$ cat src/source/rv_core_pkg.sv
package rv_core_pkg;

	////////////////////////////////////////////////////////////////////////////
	// Basic widths
	////////////////////////////////////////////////////////////////////////////

	typedef logic [31:0] word_t;     // Data or instruction word
	typedef logic [4:0]  reg_addr_t; // Register index

	// ALU operations, pass_b carries the LUI immediate
	typedef enum logic [3:0] {
		alu_add,
		alu_sub,
		alu_and,
		alu_or,
		alu_xor,
		alu_sll,
		alu_srl,
		alu_sra,
		alu_slt,
		alu_sltu,
		alu_pass_b
	} alu_op_e;

	// Source of an execute operand
	typedef enum logic [1:0] {
		fwd_reg, // Value latched in id_exe
		fwd_mem, // ALU result in memory stage
		fwd_wb   // Writeback data
	} fwd_sel_e;

	// Opcodes kept in this core
	localparam logic [6:0] op_lui   = 7'h37;
	localparam logic [6:0] op_imm   = 7'h13;
	localparam logic [6:0] op_reg   = 7'h33;
	localparam logic [6:0] op_load  = 7'h03;
	localparam logic [6:0] op_store = 7'h23;

	localparam word_t nop_inst = 32'h0000_0013; // addi x0, x0, 0

	////////////////////////////////////////////////////////////////////////////
	// Pipeline registers
	////////////////////////////////////////////////////////////////////////////

	typedef struct packed {
		alu_op_e alu_op;
		logic    imm_b;    // Immediate replaces operand B
		logic    is_load;
		logic    is_store;
		logic    wr_en;    // Register write, never set for x0
	} ctrl_t;

	typedef struct packed {
		ctrl_t     ctrl;
		reg_addr_t rs1;
		reg_addr_t rs2;
		reg_addr_t rd;
		word_t     op_a;
		word_t     op_b; // Also the store data
		word_t     imm;
	} id_exe_t;

	typedef struct packed {
		ctrl_t     ctrl;
		reg_addr_t rd;
		word_t     result;     // ALU result or load/store address
		word_t     store_data;
	} exe_mem_t;

	typedef struct packed {
		logic      wr_en;
		logic      is_load; // Take data_mem output instead of result
		reg_addr_t rd;
		word_t     result;
	} mem_wb_t;

endpackage
$ cat src/source/reg_file.sv
module reg_file import rv_core_pkg::*; (
	input  logic      clk,
	input  logic      rst_n,
	input  reg_addr_t rs1,
	input  reg_addr_t rs2,
	input  reg_addr_t rd,
	input  logic      wr_en,
	input  word_t     wr_data,
	output word_t     rd1,
	output word_t     rd2
);

	word_t regs [1:31]; // x0 has no storage

	always_ff @(posedge clk) begin
		if (!rst_n) begin
			for (int i = 1; i < 32; i++) regs[i] <= '0;
		end else if (wr_en && rd != '0) begin
			regs[rd] <= wr_data;
		end
	end

	// Write-first read, covers the decode/writeback overlap
	function automatic word_t read_port(reg_addr_t rs);
		if (rs == '0) return '0;
		if (wr_en && rd == rs) return wr_data;
		return regs[rs];
	endfunction

	assign rd1 = read_port(rs1);
	assign rd2 = read_port(rs2);

endmodule

$ cat config.mk
export PLATFORM = sky130hd
export DESIGN_NAME = reg_file
export DESIGN_NICKNAME = d
export VERILOG_FILES = /design/src/source/rv_core_pkg.sv /design/src/source/reg_file.sv
export SDC_FILE = /design/constraint.sdc
export NUM_CORES = 2
export LEC_CHECK = 0
export BUFFER_PORTS_ARGS = -buffer_cell sky130_fd_sc_hd__buf_4
export CAP_MARGIN = 40
export CORE_MARGIN = 1.5
export CORE_UTILIZATION = 50
export CTS_CLUSTER_SIZE = 16
export DETAILED_ROUTE_END_ITERATION = 6
export GPL_ROUTABILITY_DRIVEN = 1
export GPL_TIMING_DRIVEN = 0
export PLACE_DENSITY = 0.77
export REMOVE_ABC_BUFFERS = 1
export SETUP_SLACK_MARGIN = 0.4
export SYNTH_ARGS = -nofsm -noshare
export SYNTH_HDL_FRONTEND = slang
export SYNTH_SLANG_ARGS = --single-unit
$ cat constraint.sdc
create_clock -name clk -period 4.4 [get_ports clk]
set_clock_uncertainty 0.15 [all_clocks]
set_input_delay 0.66 -clock clk [delete_from_list [all_inputs] [get_ports clk]]
set_output_delay 0.66 -clock clk [all_outputs]
set_load 0.05 [all_outputs]
==> flow_summary.toml <==
[sta]
fmax_mhz = 238
final_max_slew_viol_count = 0
setup_viol = 0
rsz0062_at_grt = "true"
tns_ns = 0
tightest_slew_ns = 1.03
max-slew-margin-rel_pct = 31.3
finalCritPeriodShare_pct = 95.6
final-hold-violation-count = 0
period_needed_ns = 4.21

[global_route]
grt_pass1_vias = 39787
grt_pass1_wl_um = 296000
grt_antenna_before_repair = 33
grt_usage_pct = 38.2
grt_start_max_net_pins = 83
overflow = 0

[pwr]
powerDensity_nw_per_um2 = 376
power_leakage_nw = 23.2
irDropWorstVdd_v = 0.000366

[outcome]
violations = "DRC"
status = "finished, violations left"

[floorplanning]
die_h_um = 334
num_io_pins = 114
dieArea_um2 = 112000
core_um2 = 109000
dieWidth_um = 334
rows = 121
initial_core_util_pct = 50.4

[synthesis]
yosysTopAreaCell = "edfxtp_1"
yosys.cell_types.count = 50
synthesis.area_um2 = 54800
synth_commonest_cells = "edfxtp_1, and2_1, mux4_2, clkbuf_1, mux2i_1"
ys_seq_area_share_pct = 56.1
yosys_warnings = 0
synth-async-reset-ratio_pct = 0
synth_edf_count = 1024
ys_ff_latch = 1024
yosysMostFrequentCell = "edfxtp_1"
ys_top_cells_by_area = "edfxtp_1, mux4_2, and2_1, mux2i_1, clkbuf_1"
synth_top_cell_area_share_pct = 56.1
post_synth.cell_area_avg_um2 = 14.6
synthFlopType = "edfxtp_1"
synthCells = 3747

[cts]
clockRootBuffer = "clkbuf_16"
h-tree-depth = 3
clkSlewWorstSetupHoldPaths_ns = 0.07
clock_path_buffers = 3
clock_sinks = 1024
cts_made_buffers = 106
ctsHoldBuffers = 0
cts_tree = "built"

[detailed_routing]
drt_pass1_iterations = 7
ant_nets = 0
post_drt_wl_per_cell_um = 41.4
drt_iter0_drc = 8793
drc = 148
num_vias = 40933
routed_wl_um = 222000
viasPerCell = 7.64

[place]
dp.cells = 5061
place.port_buffers = 113
gp_congestion = 0.807
dp_hpwl_um = 127000

[finish]
nets = 3886
top_regs = "regs x1024"
largest_reg_flops = 1024
top_register = "regs"
fin_cells = 5357
post-route-util_pct = 60.1
drive_gt1_share_pct = 26.4
area_growth_syn_to_layout_pct = 19.2

[critical_path]
crit_type = "input pin to primary output"
startpoint_type = "input pin"
worst-endpoint-required_ns = 3.59
cp_max_fo = 29
endpoint_kind = "primary output"
critPathArrivalTime_ns = 3.40

[flow_run]
max_cap_viol_count = 0

[worst_hold_path]
hold_path_class = "input pin to register"
layout by cell type (no fill, tap or decap), types with 32 or more instances in the layout:
cell type	instances
edfxtp_1	1024
and2_1	994
mux4_2	388
mux2i_1	277
buf_4	157
a22oi_1	123
clkbuf_16	113
buf_16	109
a21oi_1	83
a22o_1	52
buf_12	47
o221ai_1	41
o22ai_1	41
nor2_4	36
nand2_1	33
conb_1	32
repair_timing:
item / 4_1_cts / 5_1_grt
pin swaps: 4 / 2
buffers inserted: 21 / 31
cloned: 20 / 4
resized for setup: 38 / 14
endpoints found under the setup margin: 64 / 46
worst max-delay path: stages:
cell and delay, ns:
buf_4 0.58, xnor2_1 0.20, nand4_1 0.31, or2_4 0.37, buf_12 0.18, a21oi_4 0.21
buf_8 0.20, a221o_1 0.36, buf_4 0.26
worst paths after layout:
kind	startpoint	end	slack, ns	cells after the start
setup / recovery	rs1[4]	rd1[27]	0.19	9
hold / removal	wr_data[27]	regs[0][27]$_DFFE_PP_	0.20	1
cell type report:
class / count / area, um2
diodes: 19 / 47.5
clock buffers: 123 / 2780
clock inverters: 73 / 609
fillers: 7524 / 43400
inverters: 2 / 11.3
multi-input cells: 2338 / 23100
flip-flops and latches: 1024 / 30700
well taps: 1414 / 1770
repair buffers: 364 / 6220
cell families (layout without fill, tap and decap cells):
logic type | after synthesis | after routing | share of synthesized area [%]
other | 1 | 51 | 0.00684
XOR/XNOR | 10 | 10 | 0.160
flip-flops | 1024 | 1024 | 56.1
AND/OR/NAND/NOR | 1121 | 1122 | 12.4
buffers and inverters | 417 | 562 | 3.38
multiplexers | 674 | 674 | 21.2
AO/OA/AOI/OAI | 500 | 500 | 6.72
layer usage:
| layer | track usage [%] | vias up | wire length (um) |
|---|---|---|---|
| met2 | 54.8 | 4941 | 93500 |
| met4 | 27.4 | 22 | 21300 |
| met3 | 18.3 | 1486 | 39400 |
| li1 | - | 14725 | - |
| met5 | 1.39 | - | 430 |
| met1 | 44.8 | 19759 | 66800 |
where the power goes:
part	switching (mW)	total, mW	internal (mW)
clock network	4.07	9.11	5.04
logic	2.32	3.86	1.54
registers	0.330	11.6	11.3
metrics by stage:
step | setup WS (ns) | hold WS (ns) | instance area [um2] | power [mW]
4_1_cts | 0.334 | 0.201 | 64800 | 24.1
6_report | 0.191 | 0.196 | 65300 | 24.6
5_1_grt | 0.282 | 0.206 | 65300 | 24.8
2_1_floorplan | -0.330 | 0.609 | 53100 | 13.4
3_5_place_dp | -0.806 | 0.926 | 60300 | 15.2
3_3_place_gp | -9.58 | 0.920 | 55700 | 14.9
Power figures use the tool's default switching activity.
