<file path="config.mk">
export PLATFORM = sky130hd
export DESIGN_NAME = instr_decoder
export DESIGN_NICKNAME = d
export VERILOG_FILES = /design/src/source/rv_core_pkg.sv /design/src/source/instr_decoder.sv
export SDC_FILE = /design/constraint.sdc
export NUM_CORES = 1
export LEC_CHECK = 0
export BUFFER_PORTS_ARGS = -buffer_cell sky130_fd_sc_hd__buf_2
export CAP_MARGIN = 25
export CORE_ASPECT_RATIO = 0.9
export CORE_MARGIN = 3
export CORE_UTILIZATION = 37
export DETAILED_ROUTE_END_ITERATION = 16
export GPL_TIMING_DRIVEN = 0
export PLACE_DENSITY_LB_ADDON = 0.12
export RECOVER_POWER = 25
export SLEW_MARGIN = 20
export SYNTH_ARGS = -nofsm -noshare
export SYNTH_HDL_FRONTEND = slang
export SYNTH_SLANG_ARGS = --single-unit
export TNS_END_PERCENT = 100
</file>
<file path="constraint.sdc">
create_clock -name vclk -period 1.3
set_input_delay 0.065 -clock vclk [all_inputs]
set_output_delay 0.065 -clock vclk [all_outputs]
set_load 0.02 [all_outputs]
</file>
<file path="src/source/rv_core_pkg.sv">
package rv_core_pkg;

	////////////////////////////////////////////////////////////////////////////
	// Basic widths
	////////////////////////////////////////////////////////////////////////////

	typedef logic [31:0] word_t;     // Data or instruction word
	typedef logic [4:0]  reg_addr_t; // Register index

	// ALU operations, pass_b carries the LUI immediate
	typedef enum logic [3:0] {
		alu_add,
		alu_sub,
		alu_and,
		alu_or,
		alu_xor,
		alu_sll,
		alu_srl,
		alu_sra,
		alu_slt,
		alu_sltu,
		alu_pass_b
	} alu_op_e;

	// Source of an execute operand
	typedef enum logic [1:0] {
		fwd_reg, // Value latched in id_exe
		fwd_mem, // ALU result in memory stage
		fwd_wb   // Writeback data
	} fwd_sel_e;

	// Opcodes kept in this core
	localparam logic [6:0] op_lui   = 7'h37;
	localparam logic [6:0] op_imm   = 7'h13;
	localparam logic [6:0] op_reg   = 7'h33;
	localparam logic [6:0] op_load  = 7'h03;
	localparam logic [6:0] op_store = 7'h23;

	localparam word_t nop_inst = 32'h0000_0013; // addi x0, x0, 0

	////////////////////////////////////////////////////////////////////////////
	// Pipeline registers
	////////////////////////////////////////////////////////////////////////////

	typedef struct packed {
		alu_op_e alu_op;
		logic    imm_b;    // Immediate replaces operand B
		logic    is_load;
		logic    is_store;
		logic    wr_en;    // Register write, never set for x0
	} ctrl_t;

	typedef struct packed {
		ctrl_t     ctrl;
		reg_addr_t rs1;
		reg_addr_t rs2;
		reg_addr_t rd;
		word_t     op_a;
		word_t     op_b; // Also the store data
		word_t     imm;
	} id_exe_t;

	typedef struct packed {
		ctrl_t     ctrl;
		reg_addr_t rd;
		word_t     result;     // ALU result or load/store address
		word_t     store_data;
	} exe_mem_t;

	typedef struct packed {
		logic      wr_en;
		logic      is_load; // Take data_mem output instead of result
		reg_addr_t rd;
		word_t     result;
	} mem_wb_t;

endpackage
</file>
<file path="src/source/instr_decoder.sv">
module instr_decoder import rv_core_pkg::*; (
	input  word_t     inst,
	output reg_addr_t rs1,
	output reg_addr_t rs2,
	output reg_addr_t rd,
	output word_t     imm,
	output ctrl_t     ctrl
);

	logic [6:0] opcode;
	logic [2:0] funct3;
	logic [6:0] funct7;
	word_t      imm_i;
	word_t      imm_s;
	word_t      imm_u;

	assign opcode = inst[6:0];
	assign funct3 = inst[14:12];
	assign funct7 = inst[31:25];
	assign rd     = inst[11:7];

	// Immediate formats
	assign imm_i = {{20{inst[31]}}, inst[31:20]};
	assign imm_s = {{20{inst[31]}}, inst[31:25], inst[11:7]};
	assign imm_u = {inst[31:12], 12'b0};

	// funct3 to ALU op, alt picks sub or sra
	function automatic alu_op_e funct_to_op(logic [2:0] f3, logic alt);
		case (f3)
			3'b000:  return alt ? alu_sub : alu_add;
			3'b001:  return alu_sll;
			3'b010:  return alu_slt;
			3'b011:  return alu_sltu;
			3'b100:  return alu_xor;
			3'b101:  return alt ? alu_sra : alu_srl;
			3'b110:  return alu_or;
			default: return alu_and;
		endcase
	endfunction

	always_comb begin
		ctrl = '0;               // Unknown opcodes fall out as no-ops
		ctrl.alu_op = alu_add;
		imm = imm_i;
		rs1 = inst[19:15];
		rs2 = inst[24:20];
		case (opcode)
			op_lui: begin
				ctrl.alu_op = alu_pass_b;
				ctrl.imm_b = 1'b1;
				ctrl.wr_en = 1'b1;
				imm = imm_u;
				rs1 = '0;            // Source fields are immediate bits
				rs2 = '0;
			end
			op_imm: begin
				// Bit 30 only matters for srai, addi keeps its sign bits
				ctrl.alu_op = funct_to_op(funct3, funct7[5] && funct3 == 3'b101);
				ctrl.imm_b = 1'b1;
				ctrl.wr_en = 1'b1;
				rs2 = '0;
			end
			op_reg: begin
				ctrl.alu_op = funct_to_op(funct3, funct7[5]);
				ctrl.wr_en = 1'b1;
			end
			op_load: begin
				ctrl.imm_b = 1'b1;   // Address is rs1 + imm
				ctrl.is_load = 1'b1;
				ctrl.wr_en = 1'b1;
				rs2 = '0;
			end
			op_store: begin
				ctrl.imm_b = 1'b1;
				ctrl.is_store = 1'b1;
				imm = imm_s;         // rs2 stays, it is the store data
			end
			default: begin
				rs1 = '0;            // Keeps a no-op out of the hazard checks
				rs2 = '0;
			end
		endcase
		if (rd == '0) ctrl.wr_en = 1'b0; // x0 is never written
	end

endmodule

</file>
==> results.json <==
{
  "worstPathMaxFanout": 5,
  "endpoint": "imm[3]",
  "grt_util_met2_pct": 34.77,
  "path_class": "input pin to output port",
  "ys_types": 29,
  "grt_pass1_wl_mm": 3.705,
  "initial_core_util_pct": 39.94,
  "seqPwrFrac_pct": 0,
  "postSynthCellCount": 104,
  "power_switching_uw": 223.0,
  "seq_cells": 0,
  "synth.area.mux_share_pct": 0,
  "cp_slowest_stage_delay_ps": 280,
  "swShare_pct": 57.85,
  "dp_hpwl_mm": 2.095,
  "vias_per_cell": 5.028,
  "drt-total-wl_mm": 2.555,
  "yosys.area_share.adder_pct": 0,
  "min_period_over_period_pct": 96.92,
  "tns_ps": 0,
  "setup_viol": 0,
  "setup_ws_ps": 40.00,
  "die-area_um2": 2406,
  "drt_iter0_drc": 19,
  "min_path_type": "input pin to output port",
  "syn_avg_cell_area_um2": 6.593,
  "nNetsFinal": 224,
  "path_common_cell": "buf_2",
  "status": "finished, final reports clean",
  "synth_common_cells": "a21o_1, nand2_1, buf_4, nor2b_1, and3_1",
  "syn_area_um2": 685.7,
  "use_met3_pct": 3.175,
  "clkPwrFrac_pct": 0,
  "synthTopCellsByArea": "a21o_1, buf_4, nor2b_1",
  "postPlaceCellArea_um2": 1141,
  "synthSimpleGateAreaFrac_pct": 43.25,
  "combinationalPowerShare_pct": 100.0,
  "postCtsHoldBufs": 0,
  "max_cap_viol_count": 0,
  "crit_arrival_ps": 1190,
  "drcViolationCount": 0,
  "num_vias": 1076,
  "fillers": 151,
  "slew_headroom_pct": 74.48,
  "grt_antenna_before_repair": 0,
  "dieHeight_um": 46.84,
  "endpoint_kind": "output port",
  "cts_resized": 0,
  "gp_congestion": 0.7849,
  "hold_violations": 0,
  "drive_above_1_share_pct": 53.16,
  "required_ps": 1240,
  "rows": 14,
  "drt_first_pass_iters": 4,
  "area_delta_synth_final_pct": 71.53,
  "pin_count": 87,
  "place_worst_setup_slack_ps": 28.42,
  "grt_max_degree": 11,
  "crit_start": "inst[3]",
  "ys_warn_count": 0,
  "fmax_mhz": 793.7,
  "worst_setup_path_start_kind": "input pin",
  "p_leak_uw": 0.0007300,
  "synth-xor-area-share_pct": 0,
  "die_w_um": 51.38,
  "io_buffers": 85,
  "overflow": 0,
  "crit_path_cell_trace": "buf_2, nand4bb_4, buf_6, o31a_1, o2bb2ai_1, buf_2",
  "ant_nets": 0,
  "diodes": 0,
  "period_needed_ps": 1260,
  "synth_top_family_by_area": "simple AND/OR/NAND/NOR gates",
  "ys_seq_area_share_pct": 0,
  "core_area_um2": 1717,
  "syn-num-nets": 136,
  "regArea_um2": 0,
  "final_cell_area_um2": 1176,
  "synth_compound_area_share_pct": 41.06,
  "post-synth-top-count-cell": "a21o_1",
  "grtUsageTotal_pct": 18.69,
  "use_met1_pct": 23.97,
  "rsz0062_at_grt": "yes",
  "vdd_drop_max_mv": 0.1919,
  "yosysTopAreaCell": "a21o_1",
  "top_usage_layer": "met2",
  "cts_setup_buffers": 0,
  "routedWlPerCell_um": 11.94,
  "synth_top_cell_area_share_pct": 21.90,
  "p_int_uw": 162.5,
  "cpMaxStageDelayCell": "nand4bb_4",
  "power_density_nw_per_um2": 327.8,
  "grt_pass1_vias": 836,
  "tightest_slew_ps": 382.7,
  "slew_violations": 0,
  "clockBufferCount": 0
}
## routing by layer
| metal | share of wire, % | vias up |
|---|---|---|
| met3 | 11 | 2 |
| met2 | 47 | 51 |
| met4 | 0.31 | 0 |
| met5 | 0 | - |
| li1 | - | 545 |
| met1 | 42 | 478 |
## cells in the final DEF, fill, tap and decap left out
cell type,Yosys,final
o2bb2ai_2,0,2
o21ai_0,3,3
nand3_1,3,3
buf_4,8,10
buf_6,1,3
nor2_4,0,1
nand2_1,12,12
and3_1,6,6
nand2b_1,1,1
a31oi_1,1,1
or4_1,1,1
a21o_1,20,20
nor3_1,2,2
inv_1,1,1
nor4b_1,1,1
nand3_2,1,1
and2_1,5,5
o21a_1,1,1
and4bb_2,1,1
buf_1,1,1
nor4_1,1,1
nor2_2,1,1
clkbuf_1,1,7
buf_2,5,81
a21oi_1,3,3
nand4bb_4,1,1
o31a_1,5,5
nor2_1,4,3
nand3b_1,1,1
nor2b_1,8,8
o2bb2ai_1,5,3
## per-stage QoR
step	utilization (%)	hold WS [ps]	power, µW	cells
floorplan	-	218.7	225.9	104
global route	68.51	467.0	416.3	214
finish	68.51	451.7	385.5	214
CTS	66.47	453.4	373.2	213
detailed placement	66.47	450.9	371.7	213
global placement	66.47	450.3	366.4	213
## critical path: cells and delay by family
kind                   cells  cell delay [ps]
AO/OA/AOI/OAI              2              400
buffers and inverters      3              460
AND/OR/NAND/NOR            1              280
## final cells by class
| class | instances | area [µm²] | area share (%) |
|---|---|---|---|
| multi-input combinational | 87 | 598.1 | 50.85 |
| timing repair buffer | 86 | 440.4 | 37.45 |
| buffer | 16 | 103.9 | 8.830 |
| tap | 24 | 30.03 | 2.553 |
| inverter | 1 | 3.754 | 0.3191 |
## kinds of logic after synthesis
logic type             Yosys count
AO/OA/AOI/OAI                   38
buffers and inverters           17
AND/OR/NAND/NOR                 49
## power by group through the flow
stage | Sequential (µW) | Clock [µW] | Combinational, µW
5_1_grt | 0 | 0 | 416
4_1_cts | 0 | 0 | 373
3_3_place_gp | 0 | 0 | 366
2_1_floorplan | 0 | 0 | 226
6_report | 0 | 0 | 386
3_5_place_dp | 0 | 0 | 372
## worst min-delay path by stage
stage,startpoint,slack (ps),endpoint,cells past startpoint
3_3_place_gp,inst[26],450,imm[26],3
4_1_cts,inst[26],450,imm[26],3
6_report,inst[26],450,imm[26],3
2_1_floorplan,inst[13],220,ctrl[6],1
3_5_place_dp,inst[26],450,imm[26],3
5_1_grt,inst[28],470,imm[28],3
No activity file was read; power rests on OpenSTA's default activity.
