### src/source/rv_core_pkg.sv
package rv_core_pkg;

	////////////////////////////////////////////////////////////////////////////
	// Basic widths
	////////////////////////////////////////////////////////////////////////////

	typedef logic [31:0] word_t;     // Data or instruction word
	typedef logic [4:0]  reg_addr_t; // Register index

	// ALU operations, pass_b carries the LUI immediate
	typedef enum logic [3:0] {
		alu_add,
		alu_sub,
		alu_and,
		alu_or,
		alu_xor,
		alu_sll,
		alu_srl,
		alu_sra,
		alu_slt,
		alu_sltu,
		alu_pass_b
	} alu_op_e;

	// Source of an execute operand
	typedef enum logic [1:0] {
		fwd_reg, // Value latched in id_exe
		fwd_mem, // ALU result in memory stage
		fwd_wb   // Writeback data
	} fwd_sel_e;

	// Opcodes kept in this core
	localparam logic [6:0] op_lui   = 7'h37;
	localparam logic [6:0] op_imm   = 7'h13;
	localparam logic [6:0] op_reg   = 7'h33;
	localparam logic [6:0] op_load  = 7'h03;
	localparam logic [6:0] op_store = 7'h23;

	localparam word_t nop_inst = 32'h0000_0013; // addi x0, x0, 0

	////////////////////////////////////////////////////////////////////////////
	// Pipeline registers
	////////////////////////////////////////////////////////////////////////////

	typedef struct packed {
		alu_op_e alu_op;
		logic    imm_b;    // Immediate replaces operand B
		logic    is_load;
		logic    is_store;
		logic    wr_en;    // Register write, never set for x0
	} ctrl_t;

	typedef struct packed {
		ctrl_t     ctrl;
		reg_addr_t rs1;
		reg_addr_t rs2;
		reg_addr_t rd;
		word_t     op_a;
		word_t     op_b; // Also the store data
		word_t     imm;
	} id_exe_t;

	typedef struct packed {
		ctrl_t     ctrl;
		reg_addr_t rd;
		word_t     result;     // ALU result or load/store address
		word_t     store_data;
	} exe_mem_t;

	typedef struct packed {
		logic      wr_en;
		logic      is_load; // Take data_mem output instead of result
		reg_addr_t rd;
		word_t     result;
	} mem_wb_t;

endpackage
### src/source/hazard_unit.sv
module hazard_unit import rv_core_pkg::*; (
	// Execute sources
	input  reg_addr_t exe_rs1,
	input  reg_addr_t exe_rs2,
	// Memory stage producer
	input  reg_addr_t mem_rd,
	input  logic      mem_wr_en,
	input  logic      mem_is_load,
	// Writeback producer
	input  reg_addr_t wb_rd,
	input  logic      wb_wr_en,
	// Load-use check
	input  reg_addr_t id_rs1,
	input  reg_addr_t id_rs2,
	input  logic      exe_is_load,
	input  reg_addr_t exe_rd,
	output fwd_sel_e  fwd_a,
	output fwd_sel_e  fwd_b,
	output logic      stall
);

	// wr_en is never set for x0, so a match never hits x0
	function automatic fwd_sel_e pick(reg_addr_t rs);
		if (mem_wr_en && !mem_is_load && mem_rd == rs) return fwd_mem; // Newest first
		if (wb_wr_en && wb_rd == rs) return fwd_wb;
		return fwd_reg;
	endfunction

	assign fwd_a = pick(exe_rs1);
	assign fwd_b = pick(exe_rs2);

	////////////////////////////////////////////////////////////////////////////
	// Load-use
	////////////////////////////////////////////////////////////////////////////

	// Load data only exists from writeback on, so one bubble
	assign stall = exe_is_load && exe_rd != '0 &&
		(exe_rd == id_rs1 || exe_rd == id_rs2);

endmodule

### config.mk
export PLATFORM = sky130hd
export DESIGN_NAME = hazard_unit
export DESIGN_NICKNAME = d
export VERILOG_FILES = /design/src/source/rv_core_pkg.sv /design/src/source/hazard_unit.sv
export SDC_FILE = /design/constraint.sdc
export NUM_CORES = 1
export LEC_CHECK = 0
export ABC_AREA = 0
export BUFFER_PORTS_ARGS = -buffer_cell sky130_fd_sc_hd__buf_4
export CAP_MARGIN = 20
export CORE_AREA = 2 2 39 41
export DETAILED_ROUTE_END_ITERATION = 8
export DIE_AREA = 0 0 41 43
export PLACE_DENSITY = 0.69
export SLEW_MARGIN = 20
export SYNTH_ARGS = -nofsm -noshare
export SYNTH_HDL_FRONTEND = slang
export SYNTH_SLANG_ARGS = --single-unit
### constraint.sdc
create_clock -name vclk -period 2.16
set_input_delay 0.432 -clock vclk [all_inputs]
set_output_delay 0.432 -clock vclk [all_outputs]
set_load 0.02 [all_outputs]
==> tab_implementation.tex, run 1 <==
\begin{tabular}{lr}
\hline
Metric & Value \\
\hline
\multicolumn{2}{l}{\textbf{Pwr}} \\
\quad Power Dens Cells & 184 mW/mm\^{}2 \\
\quad IR drop worst, VDD & 0.0744 mV \\
\quad Leakage power of the design & approximately 0.00033 uW \\
\multicolumn{2}{l}{\textbf{Timing}} \\
\quad Min Clock Period, post-route & 1870 ps \\
\quad Share of the cycle needed by the critical path after routing & 86.7\% \\
\quad Number of hold violations in the final report & 0 \\
\quad Setup ws final & 287 ps \\
\quad Setup tns final & 0 ps \\
\quad Setup repair after global routing missed its margin & false \\
\quad Transition time at the pin with the least slew margin & 280 ps \\
\quad Final setup fails & 0 \\
\quad Relative slew slack & between 80\% and 90\% \\
\quad Max Slew Vio Count & 0 \\
\quad Timing-limited maximum frequency & around 530 MHz \\
\multicolumn{2}{l}{\textbf{Global routing}} \\
\quad Global-route wire length before repair & roughly 1700 um \\
\quad Overflow left after global routing & 0 \\
\quad Initial antenna violation count & 0 \\
\quad All-layer global routing usage & a little over an eighth \\
\quad Largest net degree at the start of global routing & 4 \\
\quad Number of global-route vias before repair & 463 \\
\multicolumn{2}{l}{\textbf{Setup path}} \\
\quad Type of the worst setup path & in -> out \\
\quad Category of the worst setup path launch point & input port \\
\quad WP data arrival & 1440 ps \\
\quad Worst Path Required & 1730 ps \\
\quad Crit-path max FO & 2 \\
\quad Crit. End Element & output pin \\
\multicolumn{2}{l}{\textbf{Yosys}} \\
\quad Cell type with the largest total area after synthesis & sky130\_fd\_sc\_hd\_\_xor2\_1 \\
\quad Warnings from Yosys & 0 \\
\quad Average instance area after synthesis & 7.48 um\^{}2 \\
\quad Top cell types by occurrence after synthesis & sky130\_fd\_sc\_hd\_\_xor2\_1, sky130\_fd\_sc\_hd\_\_xnor2\_1, sky130\_fd\_sc\_hd\_\_nand3\_1, sky130\_fd\_sc\_hd\_\_nor3\_1 \\
\quad Top cell type's share of synthesized area & 39.0\% \\
\quad Part of the Yosys area used for sequential elements & 0\% \\
\quad Distinct cell type count of the synthesized netlist & 11 \\
\quad Mapped cell area & between 300 and 400 um\^{}2 \\
\quad Cell types occupying the most area after synthesis & sky130\_fd\_sc\_hd\_\_xor2\_1, sky130\_fd\_sc\_hd\_\_xnor2\_1, sky130\_fd\_sc\_hd\_\_nand3\_1, sky130\_fd\_sc\_hd\_\_nor3\_1, sky130\_fd\_sc\_hd\_\_nand4\_1 \\
\quad Syn nets & 87 \\
\quad Synthesized netlist cell count & 48 \\
\quad Most instantiated library cell after synthesis & sky130\_fd\_sc\_hd\_\_xor2\_1 \\
\multicolumn{2}{l}{\textbf{Routing}} \\
\quad TritonRoute pass-1 iters & 4 \\
\quad Avg WL per Cell & 10.9 um \\
\quad DRC violation count after routing & 0 \\
\quad Vias/cell & 4.60 \\
\quad Post-DRT Antenna Nets & 0 \\
\quad Via count of the routed design & around 500 \\
\quad DRC marker count from the first detailed-route iteration & 1 \\
\quad Final WL & approximately 1200 um \\
\multicolumn{2}{l}{\textbf{Clock network}} \\
\quad PostCTS Resize Cnt & 0 \\
\quad Post CTS Setup Buffer Count & 0 \\
\quad Post-cts hold buffer count & 0 \\
\multicolumn{2}{l}{\textbf{Floorplan}} \\
\quad I/O pin cnt & between 40 and 50 \\
\quad Starting density of the core & 25.9\% \\
\quad Floorplan Core Area & 0.00138 mm\^{}2 \\
\quad FP Rows & 14 \\
\quad Die Span X & 41 um \\
\quad Floorplan die height & 43 um \\
\quad DIE AREA & between 0.0015 and 0.002 mm\^{}2 \\
\multicolumn{2}{l}{\textbf{Cells and area}} \\
\quad Ant. Diodes & 0 \\
\quad Layout Cell Area excl Fill & 709 um\^{}2 \\
\quad Clock Buffer Count & 0 \\
\quad Register cell area after layout & 0 um\^{}2 \\
\quad Final net count & 133 \\
\quad Total number of sequential cells & 0 \\
\quad Number of fillers in the final layout & 142 \\
\quad Area occupied by multi-input gates & 359 um\^{}2 \\
\quad Share of layout cells above drive strength 1 & 47.8\% \\
\quad Area growth, synth to finish & 97.6\% \\
\multicolumn{2}{l}{\textbf{Run}} \\
\quad Number of maximum-capacitance violations & 0 \\
\multicolumn{2}{l}{\textbf{Place}} \\
\quad Final weighted congestion in routability-driven placement & 0.740 \\
\quad Worst slack after detailed placement & 275 ps \\
\quad Placed cell areas & 709 um\^{}2 \\
\quad Input/output buffers & 44 \\
\quad Total half-perimeter wirelength after legalization and detailed placement & 1110 um \\
\multicolumn{2}{l}{\textbf{Worst hold path}} \\
\quad Hold depth & 4 \\
\quad Class of the worst hold path & in -> out \\
\multicolumn{2}{l}{\textbf{Outcome}} \\
\quad Run status & finished, final reports clean \\
\hline
\end{tabular}
[cell families after synthesis]
logic type and synth area share, %:
AO/OA/AOI/OAI 2.78, AND/OR/NAND/NOR 24.0, XOR/XNOR 73.2
[power breakdown]
group	total, uW	switching (uW)	internal [uW]
Clock	0	0	0
Combinational	131	50.1	80.6
Sequential	0	0	0
Total	131	50.1	80.6
[metrics by stage]
step                      utilization (%)  hold slack, ps  power (uW)  instances
final                                51.3            1210         131        108
after CTS                            51.3            1210         132        108
after floorplan                         -             998        51.2         48
after detailed placement             51.3            1210         132        108
after global routing                 51.3            1240         142        108
after global placement               51.3            1220         130        108
[placed cells by master (no fill, tap or decap)]
| cell | count |
|---|---|
| sky130_fd_sc_hd__nand4_1 | 2 |
| sky130_fd_sc_hd__buf_4 | 44 |
| sky130_fd_sc_hd__a21oi_1 | 1 |
| sky130_fd_sc_hd__nor4_1 | 2 |
| sky130_fd_sc_hd__nor2_1 | 2 |
| sky130_fd_sc_hd__xnor2_1 | 14 |
| sky130_fd_sc_hd__or4_1 | 1 |
| sky130_fd_sc_hd__xor2_1 | 16 |
| sky130_fd_sc_hd__o21ai_1 | 1 |
| sky130_fd_sc_hd__nand2b_1 | 1 |
| sky130_fd_sc_hd__nand3_1 | 4 |
| sky130_fd_sc_hd__nor3_1 | 4 |
[routing by layer]
metal | up-vias | share of wire, % | global-route usage [%]
li1 | 252 | - | -
met1 | 205 | 33 | 13.6
met2 | 40 | 50 | 27.8
met3 | 0 | 17 | 1.57
met4 | 0 | 0 | 0
met5 | - | 0 | 0
[critical path: stages]
cell	delay [ps]
sky130_fd_sc_hd__buf_4	120
sky130_fd_sc_hd__xnor2_1	210
sky130_fd_sc_hd__nand4_1	150
sky130_fd_sc_hd__nor3_1	280
sky130_fd_sc_hd__nor2_1	90
sky130_fd_sc_hd__buf_4	160
[final cells by class]
class,count,share of cell area (%)
multi-input cells,48,50.6
well taps,16,2.82
repair buffers,44,46.6
[path summary, 6_finish.rpt]
check	startpoint	endpoint
worst max-delay path	exe_rs1[1]	fwd_a[1]
worst min-delay path	wb_wr_en	fwd_b[1]
Note: power is estimated with default switching activity, not from simulation.
==> run 2: changes to the inputs <==
--- a/config.mk
+++ b/config.mk
@@ -12,6 +12,7 @@
 export DETAILED_ROUTE_END_ITERATION = 8
 export DIE_AREA = 0 0 41 43
 export PLACE_DENSITY = 0.69
+export RECOVER_POWER = 25
 export SLEW_MARGIN = 20
 export SYNTH_ARGS = -nofsm -noshare
 export SYNTH_HDL_FRONTEND = slang
==> tab_implementation.tex, run 2 (synthesized netlist as in run 1, its figures left out) <==
\begin{tabular}{lr}
\hline
Metric & Value \\
\hline
\multicolumn{2}{l}{\textbf{Global routing}} \\
\quad Global-route wire length before repair & 1730 um \\
\quad Largest net degree at the start of global routing & 4 \\
\quad Overflow left after global routing & 0 \\
\quad Number of global-route vias before repair & approximately 460 \\
\quad Initial antenna violation count & 0 \\
\quad All-layer global routing usage & between 10\% and 20\% \\
\multicolumn{2}{l}{\textbf{Cells and area}} \\
\quad Ant. Diodes & 0 \\
\quad Register cell area after layout & 0 um\^{}2 \\
\quad Area growth, synth to finish & 96.5\% \\
\quad Most frequent standard cell in the layout excluding fill and tap cells & sky130\_fd\_sc\_hd\_\_buf\_4 \\
\quad Number of fillers in the final layout & 144 \\
\quad Final net count & approximately 130 \\
\quad Total number of sequential cells & 0 \\
\quad Clock Buffer Count & 0 \\
\quad Share of layout cells above drive strength 1 & 46.7\% \\
\quad Leading cell types in the layout, fill and taps excluded & sky130\_fd\_sc\_hd\_\_buf\_4, sky130\_fd\_sc\_hd\_\_xor2\_1, sky130\_fd\_sc\_hd\_\_xnor2\_1 \\
\quad Area occupied by multi-input gates & roughly 360 um\^{}2 \\
\multicolumn{2}{l}{\textbf{Outcome}} \\
\quad Run status & finished, final reports clean \\
\multicolumn{2}{l}{\textbf{Setup path}} \\
\quad Biggest cell delay along the critical path & 280 ps \\
\quad Crit-path max FO & 2 \\
\quad Critical path cell sequence & buf\_4 -> xnor2\_1 -> nand4\_1 -> nor3\_1 -> nor2\_1 -> buf\_4 \\
\quad Worst Path Required & 1730 ps \\
\quad Endpoint of the most critical setup path & fwd\_a[1] \\
\quad Critical-path top delay cell & sky130\_fd\_sc\_hd\_\_nor3\_1 \\
\quad Category of the worst setup path launch point & input port \\
\quad Crit. End Element & output pin \\
\quad WP data arrival & 1440 ps \\
\quad Type of the worst setup path & in -> out \\
\quad Launch point of the worst path & exe\_rs1[1] \\
\quad Cell occurring most often along the worst timing path & sky130\_fd\_sc\_hd\_\_buf\_4 \\
\multicolumn{2}{l}{\textbf{Timing}} \\
\quad Setup repair after global routing missed its margin & false \\
\quad Relative slew slack & roughly 80\% \\
\quad Setup ws final & between 200 and 300 ps \\
\quad Min Clock Period, post-route & 1870 ps \\
\quad Number of hold violations in the final report & 0 \\
\quad Setup tns final & 0 ps \\
\quad Max Slew Vio Count & 0 \\
\quad Timing-limited maximum frequency & 534 MHz \\
\quad Transition time at the pin with the least slew margin & approximately 280 ps \\
\quad Share of the cycle needed by the critical path after routing & 86.8\% \\
\quad Final setup fails & 0 \\
\multicolumn{2}{l}{\textbf{Routing}} \\
\quad Via count of the routed design & 497 \\
\quad TritonRoute pass-1 iters & 4 \\
\quad Vias/cell & 4.60 \\
\quad Avg WL per Cell & between 10 and 15 um \\
\quad DRC violation count after routing & 0 \\
\quad Final WL & 1180 um \\
\quad Post-DRT Antenna Nets & 0 \\
\quad DRC marker count from the first detailed-route iteration & 1 \\
\multicolumn{2}{l}{\textbf{Place}} \\
\quad Input/output buffers & 44 \\
\quad Final weighted congestion in routability-driven placement & 0.740 \\
\quad Total half-perimeter wirelength after legalization and detailed placement & 1110 um \\
\quad Worst slack after detailed placement & 275 ps \\
\multicolumn{2}{l}{\textbf{Clock network}} \\
\quad PostCTS Resize Cnt & 0 \\
\quad Post-cts hold buffer count & 0 \\
\quad Post CTS Setup Buffer Count & 0 \\
\multicolumn{2}{l}{\textbf{Floorplan}} \\
\quad Floorplan Core Area & roughly 0.0014 mm\^{}2 \\
\quad Starting density of the core & 25.9\% \\
\quad DIE AREA & 0.00176 mm\^{}2 \\
\quad Floorplan die height & 43 um \\
\quad FP Rows & 14 \\
\quad Die Span X & 41 um \\
\quad I/O pin cnt & 44 \\
\multicolumn{2}{l}{\textbf{Worst hold path}} \\
\quad Class of the worst hold path & in -> out \\
\multicolumn{2}{l}{\textbf{Pwr}} \\
\quad Power Dens Cells & 185 mW/mm\^{}2 \\
\quad Leakage power of the design & 0.000327 uW \\
\quad IR drop worst, VDD & 0.0744 mV \\
\multicolumn{2}{l}{\textbf{Run}} \\
\quad Number of maximum-capacitance violations & 0 \\
\hline
\end{tabular}
run 2: cell types whose count changed in the layout (fill, tap and decap cells not counted):
cell                       delta
sky130_fd_sc_hd__clkbuf_1     +1
sky130_fd_sc_hd__buf_4        -1
run 2: stage by stage:
step	hold slack, ps	cells	cell area, um^2	total power (uW)	util, %
6_report	1210	108	706	131	51.0
5_1_grt	1240	108	706	142	51.0
4_1_cts	1210	108	709	132	51.3
3_5_place_dp	1210	108	709	132	51.3
3_3_place_gp	1220	108	709	130	51.3
2_1_floorplan	998	48	359	51.2	-
run 2: metal layers:
metal	global-route usage, %	up-vias	routed length [um]
met2	27.8	40	589
met5	0	-	0
met3	1.57	0	204
li1	-	252	-
met1	13.6	205	385
met4	0	0	0
run 2: how the worst min path moves through the flow:
stage,start,end,slack (ps),depth (start not counted)
finish,wb_wr_en,fwd_b[1],1210,4
global route,exe_is_load,stall,1240,4
CTS,wb_wr_en,fwd_b[1],1210,4
detailed placement,wb_wr_en,fwd_a[1],1210,4
global placement,wb_wr_en,fwd_a[1],1220,4
floorplan,wb_wr_en,fwd_a[1],1000,2
run 2: final cells by class:
cell class	count	share of cell area, %
multi-input cells	48	50.9
well taps	16	2.84
repair buffers	44	46.3
run 2: critical path, delay by kind of cell:
family | cells | cell delay [ps]
and+or+nand+nor | 3 | 520
xor gates and xnor gates | 1 | 210
buffers and inverters | 2 | 280
run 2: power breakdown:
group,internal (uW),switching (uW)
sequential,0,0
combinational,80.5,50.1
clock,0,0
total,80.5,50.1
